**src/hdl/isa_pkg.sv**
```systemverilog
package isa_pkg;

	localparam int reg_link = 7; // R7, also the highest register index

	typedef logic [15:0] word_t;
	typedef logic [$clog2(reg_link + 1)-1:0] reg_idx_t;

	// LC-3b encodings of the opcodes this stage handles
	typedef enum logic [3:0] {
		op_br  = 4'b0000,
		op_add = 4'b0001,
		op_ldb = 4'b0010,
		op_stb = 4'b0011,
		op_and = 4'b0101,
		op_ldr = 4'b0110,
		op_str = 4'b0111,
		op_not = 4'b1001,
		op_ldi = 4'b1010,
		op_shf = 4'b1101,
		op_lea = 4'b1110
	} opcode_t;

	// ADD, AND, NOT, SHF
	typedef struct packed {
		opcode_t opcode;
		reg_idx_t dr;
		reg_idx_t sr1;
		logic imm;              // Bit 5
		logic [4:0] imm_sr2;    // imm5, or sr2 in the low bits
	} operate_t;

	// Loads, stores, BR and LEA
	typedef struct packed {
		opcode_t opcode;
		reg_idx_t dr;
		logic [8:0] off9;       // Base in [8:6], offset6 in [5:0]
	} offset_t;

	typedef union packed {
		operate_t opr;
		offset_t off;
	} instr_u;

endpackage

```
**src/hdl/tomasulo_pkg.sv**
```systemverilog
package tomasulo_pkg;

	localparam int num_alu_stations = 3;

	typedef logic [2:0] rob_tag_t;
	typedef logic [$clog2(num_alu_stations)-1:0] station_id_t;

	// One broadcast per cycle
	typedef struct packed {
		logic valid;
		rob_tag_t tag;
		isa_pkg::word_t data;
	} cdb_t;

	// Register file read port result
	typedef struct packed {
		logic busy;             // Value still owned by a ROB entry
		isa_pkg::word_t data;
		rob_tag_t rob_entry;
	} reg_lookup_t;

endpackage

```
**src/hdl/operand_if.sv**
```systemverilog
`timescale 1ns/1ps

interface operand_if;

	// Lookup side
	tomasulo_pkg::reg_lookup_t lookup;
	logic rob_valid;
	isa_pkg::word_t rob_value;

	// Resolved side
	isa_pkg::word_t value;
	logic ready;
	tomasulo_pkg::rob_tag_t tag;    // Producer to wait on when not ready

	modport resolver
	(
		input lookup, rob_valid, rob_value,
		output value, ready, tag
	);

	modport consumer
	(
		input value, ready, tag
	);

endinterface

```
**src/hdl/dispatch_router.sv**
```systemverilog
`timescale 1ns/1ps

module dispatch_router
(
	input isa_pkg::instr_u instr,
	input isa_pkg::word_t curr_pc,
	input logic dispatch_ok,
	input logic ldi_second,
	input tomasulo_pkg::rob_tag_t ldi_tag,
	input logic [tomasulo_pkg::num_alu_stations-1:0] alu_busy,
	input tomasulo_pkg::rob_tag_t rob_addr,
	input tomasulo_pkg::cdb_t cdb,
	operand_if.consumer src_a,
	operand_if.consumer src_b,
	input logic predict_bit,
	output tomasulo_pkg::station_id_t res_station_id,
	output isa_pkg::opcode_t res_op,
	output isa_pkg::word_t res_vj,
	output isa_pkg::word_t res_vk,
	output tomasulo_pkg::rob_tag_t res_qj,
	output tomasulo_pkg::rob_tag_t res_qk,
	output logic issue_ld_vj,
	output logic issue_ld_vk,
	output logic issue_ld_qj,
	output logic issue_ld_qk,
	output logic issue_ld_busy_dest,
	output logic ldstr_write_enable,
	output isa_pkg::word_t ldstr_offset,
	output isa_pkg::word_t ldstr_vbase,
	output logic ldstr_vbase_valid,
	output tomasulo_pkg::rob_tag_t ldstr_qbase,
	output isa_pkg::word_t ldstr_vsrc,
	output logic ldstr_vsrc_valid,
	output tomasulo_pkg::rob_tag_t ldstr_qsrc,
	output tomasulo_pkg::rob_tag_t ldstr_dest,
	output logic rob_write_enable,
	output isa_pkg::reg_idx_t rob_dest,
	output isa_pkg::word_t rob_value,
	output isa_pkg::reg_idx_t reg_dest,
	output logic ld_reg_busy_dest,
	output tomasulo_pkg::rob_tag_t reg_rob_entry,
	output logic pcmux_sel,
	output isa_pkg::word_t br_pc
);
	import isa_pkg::*;
	import tomasulo_pkg::*;

	opcode_t op;
	reg_idx_t dr;
	logic [5:0] off6;
	word_t sext5;
	word_t sext6;
	word_t adj6;
	word_t adj9;
	word_t pc_target;
	station_id_t free_id;
	logic ldi_hit;

	assign op = instr.opr.opcode;
	assign dr = instr.opr.dr;
	assign off6 = instr.off.off9[5:0];

	assign sext5 = {{11{instr.opr.imm_sr2[4]}}, instr.opr.imm_sr2};
	assign sext6 = {{10{off6[5]}}, off6};    // Byte offset for LDB/STB
	assign adj6 = {{9{off6[5]}}, off6, 1'b0};
	assign adj9 = {{6{instr.off.off9[8]}}, instr.off.off9, 1'b0};
	assign pc_target = curr_pc + adj9;

	assign ldi_hit = cdb.valid && (cdb.tag == ldi_tag);

	// Lowest-numbered free station
	always_comb
	begin
		free_id = '0;
		for (int i = num_alu_stations - 1; i >= 0; i--)
		begin
			if (!alu_busy[i])
				free_id = station_id_t'(i);
		end
	end

	always_comb
	begin
		res_station_id = '0;
		res_op = op_br;
		res_vj = '0;
		res_vk = '0;
		res_qj = '0;
		res_qk = '0;
		issue_ld_vj = 1'b0;
		issue_ld_vk = 1'b0;
		issue_ld_qj = 1'b0;
		issue_ld_qk = 1'b0;
		issue_ld_busy_dest = 1'b0;
		ldstr_write_enable = 1'b0;
		ldstr_offset = '0;
		ldstr_vbase = '0;
		ldstr_vbase_valid = 1'b0;
		ldstr_qbase = '0;
		ldstr_vsrc = '0;
		ldstr_vsrc_valid = 1'b0;
		ldstr_qsrc = '0;
		ldstr_dest = '0;
		rob_write_enable = 1'b0;
		rob_dest = '0;
		rob_value = '0;
		reg_dest = '0;
		ld_reg_busy_dest = 1'b0;
		reg_rob_entry = '0;
		pcmux_sel = 1'b0;
		br_pc = '0;
		if (dispatch_ok)
		begin
			case (op)
				op_add, op_and, op_not, op_shf:
				begin
					res_station_id = free_id;
					res_op = op;
					issue_ld_busy_dest = 1'b1;
					res_vj = src_a.value;
					res_qj = src_a.tag;
					issue_ld_vj = src_a.ready;
					issue_ld_qj = !src_a.ready;
					if (instr.opr.imm || op == op_shf) // Shift amount sits in the imm field
					begin
						res_vk = sext5;
						issue_ld_vk = 1'b1;
					end
					else
					begin
						res_vk = src_b.value;
						res_qk = src_b.tag;
						issue_ld_vk = src_b.ready;
						issue_ld_qk = !src_b.ready;
					end
					rob_write_enable = 1'b1;
					rob_dest = dr;
					reg_dest = dr;
					ld_reg_busy_dest = 1'b1;
					reg_rob_entry = rob_addr;
				end
				op_ldr, op_ldb:
				begin
					ldstr_write_enable = 1'b1;
					res_op = op;
					ldstr_offset = (op == op_ldr) ? adj6 : sext6;
					ldstr_vbase = src_a.value;
					ldstr_vbase_valid = src_a.ready;
					ldstr_qbase = src_a.tag;
					ldstr_dest = rob_addr;
					rob_write_enable = 1'b1;
					rob_dest = dr;
					reg_dest = dr;
					ld_reg_busy_dest = 1'b1;
					reg_rob_entry = rob_addr;
				end
				op_str, op_stb:
				begin
					ldstr_write_enable = 1'b1;
					res_op = op;
					ldstr_offset = (op == op_str) ? adj6 : sext6;
					ldstr_vbase = src_a.value;
					ldstr_vbase_valid = src_a.ready;
					ldstr_qbase = src_a.tag;
					ldstr_vsrc = src_b.value; // Store data comes from dr
					ldstr_vsrc_valid = src_b.ready;
					ldstr_qsrc = src_b.tag;
					rob_write_enable = 1'b1;
					reg_dest = dr;
				end
				op_ldi:
				begin
					ldstr_write_enable = 1'b1;
					res_op = op_ldr;
					ldstr_dest = rob_addr;
					rob_write_enable = 1'b1;
					rob_dest = dr;
					if (!ldi_second)
					begin
						// Pass 1 fetches the pointer
						ldstr_offset = adj6;
						ldstr_vbase = src_a.value;
						ldstr_vbase_valid = src_a.ready;
						ldstr_qbase = src_a.tag;
					end
					else
					begin
						if (ldi_hit)
						begin
							ldstr_vbase = cdb.data;
							ldstr_vbase_valid = 1'b1;
						end
						else
							ldstr_qbase = ldi_tag;
						reg_dest = dr;
						ld_reg_busy_dest = 1'b1;
						reg_rob_entry = rob_addr;
					end
				end
				op_br:
				begin
					rob_write_enable = 1'b1;
					rob_dest = dr;          // nzp bits
					br_pc = pc_target;
					if (predict_bit)
					begin
						rob_value = curr_pc; // Recovery PC if mispredicted
						pcmux_sel = 1'b1;
					end
					else
						rob_value = pc_target;
				end
				op_lea:
				begin
					rob_write_enable = 1'b1;
					rob_value = pc_target;
					rob_dest = dr;
					reg_dest = dr;
					ld_reg_busy_dest = 1'b1;
					reg_rob_entry = rob_addr;
				end
				default: ;
			endcase
		end
	end

endmodule

```
**src/hdl/issue_sequencer.sv**
```systemverilog
`timescale 1ns/1ps

module issue_sequencer
(
	input logic clk,
	input logic rst,
	input logic flush,
	input logic instr_is_new,
	input isa_pkg::opcode_t opcode,
	input logic predict_bit,
	input logic rob_full,
	input logic ldstr_full,
	input logic alu_all_busy,
	input tomasulo_pkg::rob_tag_t rob_addr,
	output logic stall,
	output logic dispatch_ok,
	output logic ldi_second,
	output tomasulo_pkg::rob_tag_t ldi_tag
);
	import isa_pkg::*;

	typedef enum logic [1:0] {
		idle,
		ldi_wait,   // LDI pass 1 is out, pass 2 pending
		bubble      // Wrong-path slot after a predicted-taken branch
	} state_t;

	state_t state;
	state_t state_next;
	logic is_alu;
	logic is_mem;
	logic struct_stall;

	assign is_alu = (opcode == op_add) || (opcode == op_and) ||
		(opcode == op_not) || (opcode == op_shf);
	assign is_mem = (opcode == op_ldr) || (opcode == op_ldb) ||
		(opcode == op_str) || (opcode == op_stb) || (opcode == op_ldi);

	assign struct_stall = rob_full || (alu_all_busy && is_alu) || (ldstr_full && is_mem);

	assign dispatch_ok = instr_is_new && !struct_stall && (state != bubble);
	assign ldi_second = (state == ldi_wait);

	// Pass 1 of LDI holds fetch even when it dispatches
	assign stall = instr_is_new && (state != bubble) &&
		(struct_stall || (opcode == op_ldi && state == idle));

	always_comb
	begin
		state_next = state;
		case (state)
			idle:
			begin
				if (dispatch_ok && opcode == op_ldi)
					state_next = ldi_wait;
				else if (dispatch_ok && opcode == op_br && predict_bit)
					state_next = bubble;
			end
			ldi_wait:
			begin
				if (dispatch_ok) // Otherwise hold through back-pressure
					state_next = idle;
			end
			bubble: state_next = idle;
			default: state_next = idle;
		endcase
	end

	always_ff @(posedge clk)
	begin
		if (rst || flush)
			state <= idle;
		else
			state <= state_next;
	end

	// ROB entry of the pass 1 load, base for pass 2
	always_ff @(posedge clk)
	begin
		if (state == idle && dispatch_ok && opcode == op_ldi)
			ldi_tag <= rob_addr;
	end

endmodule

```
**src/hdl/issue_stage.sv**
```systemverilog
`timescale 1ns/1ps

module issue_stage
(
	input logic clk,
	input logic rst,
	input logic flush,
	input isa_pkg::instr_u instr,
	input logic instr_is_new,
	input isa_pkg::word_t curr_pc,
	input logic predict_bit,
	input tomasulo_pkg::cdb_t cdb_in,
	input logic [tomasulo_pkg::num_alu_stations-1:0] alu_busy,
	input logic ldstr_full,
	input logic rob_full,
	input tomasulo_pkg::rob_tag_t rob_addr,
	input isa_pkg::word_t rob_sr1_value,
	input logic rob_sr1_valid,
	input isa_pkg::word_t rob_sr2_value,
	input logic rob_sr2_valid,
	input tomasulo_pkg::reg_lookup_t sr1_in,
	input tomasulo_pkg::reg_lookup_t sr2_in,
	input tomasulo_pkg::reg_lookup_t dest_in,
	output logic stall,
	output logic pcmux_sel,
	output isa_pkg::word_t br_pc,
	output tomasulo_pkg::station_id_t res_station_id,
	output isa_pkg::opcode_t res_op,
	output isa_pkg::word_t res_vj,
	output isa_pkg::word_t res_vk,
	output tomasulo_pkg::rob_tag_t res_qj,
	output tomasulo_pkg::rob_tag_t res_qk,
	output logic issue_ld_vj,
	output logic issue_ld_vk,
	output logic issue_ld_qj,
	output logic issue_ld_qk,
	output logic issue_ld_busy_dest,
	output logic ldstr_write_enable,
	output isa_pkg::word_t ldstr_offset,
	output isa_pkg::word_t ldstr_vbase,
	output logic ldstr_vbase_valid,
	output tomasulo_pkg::rob_tag_t ldstr_qbase,
	output isa_pkg::word_t ldstr_vsrc,
	output logic ldstr_vsrc_valid,
	output tomasulo_pkg::rob_tag_t ldstr_qsrc,
	output tomasulo_pkg::rob_tag_t ldstr_dest,
	output logic rob_write_enable,
	output isa_pkg::reg_idx_t rob_dest,
	output isa_pkg::word_t rob_value,
	output isa_pkg::reg_idx_t reg_dest,
	output logic ld_reg_busy_dest,
	output tomasulo_pkg::rob_tag_t reg_rob_entry,
	output isa_pkg::reg_idx_t sr1,
	output isa_pkg::reg_idx_t sr2,
	output tomasulo_pkg::rob_tag_t rob_sr1_read_addr,
	output tomasulo_pkg::rob_tag_t rob_sr2_read_addr
);
	import isa_pkg::*;
	import tomasulo_pkg::*;

	logic is_store;
	logic alu_all_busy;
	logic dispatch_ok;
	logic ldi_second;
	rob_tag_t ldi_tag;

	operand_if src_a();   // sr1 or base
	operand_if src_b();   // sr2 or store data

	assign is_store = (instr.opr.opcode == op_str) || (instr.opr.opcode == op_stb);
	assign alu_all_busy = &alu_busy;

	// Register file and ROB read addresses
	assign sr1 = instr.opr.sr1;
	assign sr2 = instr.opr.imm_sr2[2:0];
	assign rob_sr1_read_addr = sr1_in.rob_entry;
	assign rob_sr2_read_addr = is_store ? dest_in.rob_entry : sr2_in.rob_entry;

	assign src_a.lookup = sr1_in;
	assign src_a.rob_valid = rob_sr1_valid;
	assign src_a.rob_value = rob_sr1_value;
	assign src_b.lookup = is_store ? dest_in : sr2_in;
	assign src_b.rob_valid = rob_sr2_valid;
	assign src_b.rob_value = rob_sr2_value;

	operand_resolver i_resolve_a (.opnd(src_a), .cdb(cdb_in));
	operand_resolver i_resolve_b (.opnd(src_b), .cdb(cdb_in));

	issue_sequencer i_sequencer
	(
		.clk(clk),
		.rst(rst),
		.flush(flush),
		.instr_is_new(instr_is_new),
		.opcode(instr.opr.opcode),
		.predict_bit(predict_bit),
		.rob_full(rob_full),
		.ldstr_full(ldstr_full),
		.alu_all_busy(alu_all_busy),
		.rob_addr(rob_addr),
		.stall(stall),
		.dispatch_ok(dispatch_ok),
		.ldi_second(ldi_second),
		.ldi_tag(ldi_tag)
	);

	dispatch_router i_router
	(
		.instr(instr),
		.curr_pc(curr_pc),
		.dispatch_ok(dispatch_ok),
		.ldi_second(ldi_second),
		.ldi_tag(ldi_tag),
		.alu_busy(alu_busy),
		.rob_addr(rob_addr),
		.cdb(cdb_in),
		.src_a(src_a),
		.src_b(src_b),
		.predict_bit(predict_bit),
		.res_station_id(res_station_id),
		.res_op(res_op),
		.res_vj(res_vj),
		.res_vk(res_vk),
		.res_qj(res_qj),
		.res_qk(res_qk),
		.issue_ld_vj(issue_ld_vj),
		.issue_ld_vk(issue_ld_vk),
		.issue_ld_qj(issue_ld_qj),
		.issue_ld_qk(issue_ld_qk),
		.issue_ld_busy_dest(issue_ld_busy_dest),
		.ldstr_write_enable(ldstr_write_enable),
		.ldstr_offset(ldstr_offset),
		.ldstr_vbase(ldstr_vbase),
		.ldstr_vbase_valid(ldstr_vbase_valid),
		.ldstr_qbase(ldstr_qbase),
		.ldstr_vsrc(ldstr_vsrc),
		.ldstr_vsrc_valid(ldstr_vsrc_valid),
		.ldstr_qsrc(ldstr_qsrc),
		.ldstr_dest(ldstr_dest),
		.rob_write_enable(rob_write_enable),
		.rob_dest(rob_dest),
		.rob_value(rob_value),
		.reg_dest(reg_dest),
		.ld_reg_busy_dest(ld_reg_busy_dest),
		.reg_rob_entry(reg_rob_entry),
		.pcmux_sel(pcmux_sel),
		.br_pc(br_pc)
	);

endmodule

```
**src/hdl/operand_resolver.sv**
```systemverilog
`timescale 1ns/1ps

module operand_resolver
(
	operand_if.resolver opnd,
	input tomasulo_pkg::cdb_t cdb
);
	import tomasulo_pkg::*;

	rob_tag_t entry;
	logic cdb_hit;

	assign entry = opnd.lookup.rob_entry;
	assign cdb_hit = cdb.valid && (cdb.tag == entry); // Catch a result on the bus this cycle

	always_comb
	begin
		opnd.value = '0;
		opnd.ready = 1'b0;
		opnd.tag = '0;
		if (!opnd.lookup.busy)
		begin
			opnd.value = opnd.lookup.data;
			opnd.ready = 1'b1;
		end
		else if (cdb_hit)
		begin
			opnd.value = cdb.data;
			opnd.ready = 1'b1;
		end
		else if (opnd.rob_valid)
		begin
			// Done but not yet committed
			opnd.value = opnd.rob_value;
			opnd.ready = 1'b1;
		end
		else
		begin
			opnd.tag = entry;
		end
	end

endmodule

```
**config.mk**
```make
export PLATFORM = sky130hd
export DESIGN_NAME = issue_stage
export DESIGN_NICKNAME = d
export VERILOG_FILES = /design/src/hdl/isa_pkg.sv /design/src/hdl/tomasulo_pkg.sv /design/src/hdl/operand_if.sv /design/src/hdl/dispatch_router.sv /design/src/hdl/issue_sequencer.sv /design/src/hdl/issue_stage.sv /design/src/hdl/operand_resolver.sv
export SDC_FILE = /design/constraint.sdc
export NUM_CORES = 1
export LEC_CHECK = 0
export ABC_AREA = 1
export BUFFER_PORTS_ARGS = -buffer_cell sky130_fd_sc_hd__clkbuf_2
export CORE_AREA = 8 8 120 122
export CTS_BUF_LIST = sky130_fd_sc_hd__clkbuf_4 sky130_fd_sc_hd__clkbuf_8
export DETAILED_ROUTE_END_ITERATION = 8
export DIE_AREA = 0 0 128 130
export PLACE_DENSITY = 0.77
export SKIP_LAST_GASP = 1
export SLEW_MARGIN = 15
export SYNTH_ARGS = -nofsm -noshare
export SYNTH_HDL_FRONTEND = slang
export SYNTH_SLANG_ARGS = --single-unit
```
**constraint.sdc**
```tcl
create_clock -name clk -period 4.05 [get_ports clk]
set_input_delay 0.6075 -clock clk [delete_from_list [all_inputs] [get_ports clk]]
set_output_delay 0.6075 -clock clk [all_outputs]
set_load 0.005 [all_outputs]
```
==> run metrics <==
status=finished, final reports clean; DP Wirelength=between 15000 and 20000 µm; Starting Density=32.0%; delay-heaviest family, CP=simple AND/OR/NAND/NOR gates; Clock Latency Late Sink=between 0.2 and 0.25 ns; count of different cell masters after synthesis=41; All-Layer GR Usage=23.5%; TritonCTS Sinks=5; fillers=1429; largest net degree at the start of global routing=34; Post-Syn Area=3970 µm²; Post-synth EDFFs=3; PortBufs=324; initial antenna violation count=3; DIE WIDTH=128 µm; routability cong.=0.963; Slew @ Worst Pin=0.875 ns; total die area=16600 µm²; skew final=0.00156 ns; Final TNS setup=0 ns; Hold Path Class=reg -> reg; final setup vio count=0; Initial DRC Count=454; Inst Count DP=1245; clock-pin slew on the worst setup and hold paths=0.03 ns; TritonCTS buffer count=3; Yosys warning total=0; fin cells=between 1000 and 1500; cts hold-fix bufs=0; routed len/inst=16.8 µm; Final nets=1252; Area Growth Syn to Fin=41.1%; fin util=45.1%; post-synthesis register bit count=5; Max stage delay on crit path=~0.35 ns; clk root buf=clkbuf_8; placed inst area=5550 µm²; CP Capture Type=output port; worst IR drop on VDD=roughly 0.000058 V; vias in the first global route=6071; layout cells sized above 1=35.7%; Routed WL=around 21000 µm; async set-or-reset flop fraction in the synthesized netlist=0%; count leader, synth=nand2_1; Hold Worst Slack=0.560 ns; Final ANT Viol Nets=0; top_reg_cell synth=edfxtp_1; clock buffer depth=2; max_cap viols=0; post-route cell area=5600 µm²; power density over the cells=about 120 nW/µm²; Post-CTS Resized=0; register area share after synthesis=3.28%; # DRC=0; FP Rows=41; IO Pins=~330; Tcrit/Tclk final=between 80 and 90%; Via-to-Cell Ratio=5.02; unrepaired setup endpoints after global routing=false; CTS H-tree lvls=1; Post-synth top cells=nand2_1 (207), nand3_1 (134), nor2_1 (94); Synth Area per Inst=4.99 µm²; Slowest-stage cell, CP=o21ai_1; Yosys top cell area share=19.6%; core area=12400 µm²; CP bufs+invs=3; crit path DAT=3.02 ns; DIE HEIGHT=between 100 and 150 µm; cell leakage power=3.39 nW; postcts setup bufs=0; DRT Pass-1 Iters=5; Worst slew margin=about 41%; final hold vios=0; Synth Instances=796; GR Overflow Total=0; Critical Path Source Type=primary input; Final Max Tran Viols=0; Final Critical Period=3.63 ns; critical path fanouts, max=25; first-pass GRT wire length=31500 µm; Achievable Freq=276 MHz; post-synth net total=between 900 and 1000; cell taking the most area after synthesis=nand2_1; cells along the critical path=clkbuf_2 -> nand3_4 -> o21ai_1 -> nor2_1 -> nor2_4 -> nand2_2 -> nand2_1 -> inv_1 -> nand3_1 -> nor2_1 -> clkbuf_2; via count=6291; critical path type=in -> out; Worst EP required=3.44 ns; leading post-synthesis cells by cell area=nand2_1 (20%), nand3_1 (17%), nor2_1 (8.9%); CTS tree=done
==> cell type report <==
class	count	area, µm²	area share [%]
antenna	3	7.51	0.134
clock buffer	4	48.8	0.871
inverter	102	383	6.83
multi-input combinational	635	3140	56.1
sequential	5	130	2.32
tap	172	215	3.84
timing repair buffer	331	1670	29.9
==> cells by family after synthesis <==
logic type / Yosys count / share of synthesized area, %
flops: 5 / 3.28
buf+inv: 156 / 17.7
simple gates: 491 / 54.9
fa+ha+maj: 15 / 4.92
xor+xnor: 10 / 2.21
compound gates: 119 / 17.0
==> metrics by stage <==
step	setup WS (ns)	total power, W
5_1_grt	0.142	0.000723
2_1_floorplan	0.980	0.000363
3_5_place_dp	0.479	0.000558
6_report	0.423	0.000658
4_1_cts	0.466	0.000658
3_3_place_gp	0.582	0.000557
==> power breakdown <==
| group | switching [W] | internal [W] | leakage, nW | total, W |
|---|---|---|---|---|
| logic | 0.000316 | 0.000191 | 3.32 | 0.000507 |
| registers | 0.000000161 | 0.0000545 | 0.0431 | 0.0000547 |
| clock network | 0.0000220 | 0.0000740 | 0.0262 | 0.0000960 |
| total | 0.000338 | 0.000319 | 3.39 | 0.000658 |
==> worst register-to-register path, cell delays in order, from the launching register on <==
cell and delay [ns]:
dfxtp_1 0.35, o21ai_0 0.10, inv_1 0.09, nand3_2 0.29, inv_2 0.42, nand3_1 0.18
inv_1 0.15
==> flip-flops by register name, summed over array words and instances, names as in the netlist <==
signal	flops
i_sequencer.ldi_tag	3
i_sequencer.state	2
==> final timing paths <==
| kind | depth (start not counted) | endpoint | slack, ns | start |
|---|---|---|---|---|
| setup / recovery | 11 | res_qk[1] | 0.42 | instr[12] |
| hold / removal | 3 | i_sequencer.state[1] | 0.56 | i_sequencer.state[1] |
| setup reg to reg | 6 | i_sequencer.ldi_tag[0] | 2.17 | i_sequencer.state[0] |
| hold reg to reg | 3 | i_sequencer.state[1] | 0.56 | i_sequencer.state[1] |
==> cells in the final DEF (no fill, tap or decap), types with 6 or more instances in the layout <==
cell      count
clkbuf_2    324
nand2_1     207
nand3_1     134
nor2_1       94
inv_1        93
a21oi_1      63
o21ai_0      24
or2_2        22
ha_1         14
nor3_1       13
o211ai_1     10
inv_2         9
buf_4         7
xnor2_1       6
==> layer usage <==
layer	vias to the layer above	GRT usage, %	wire, µm
li1	3132	-	-
met1	2830	25.6	7930
met5	-	0	0
met2	295	43.7	10500
met4	0	7.90	554
met3	34	5.47	2000
No activity file was read; power rests on OpenSTA's default activity.
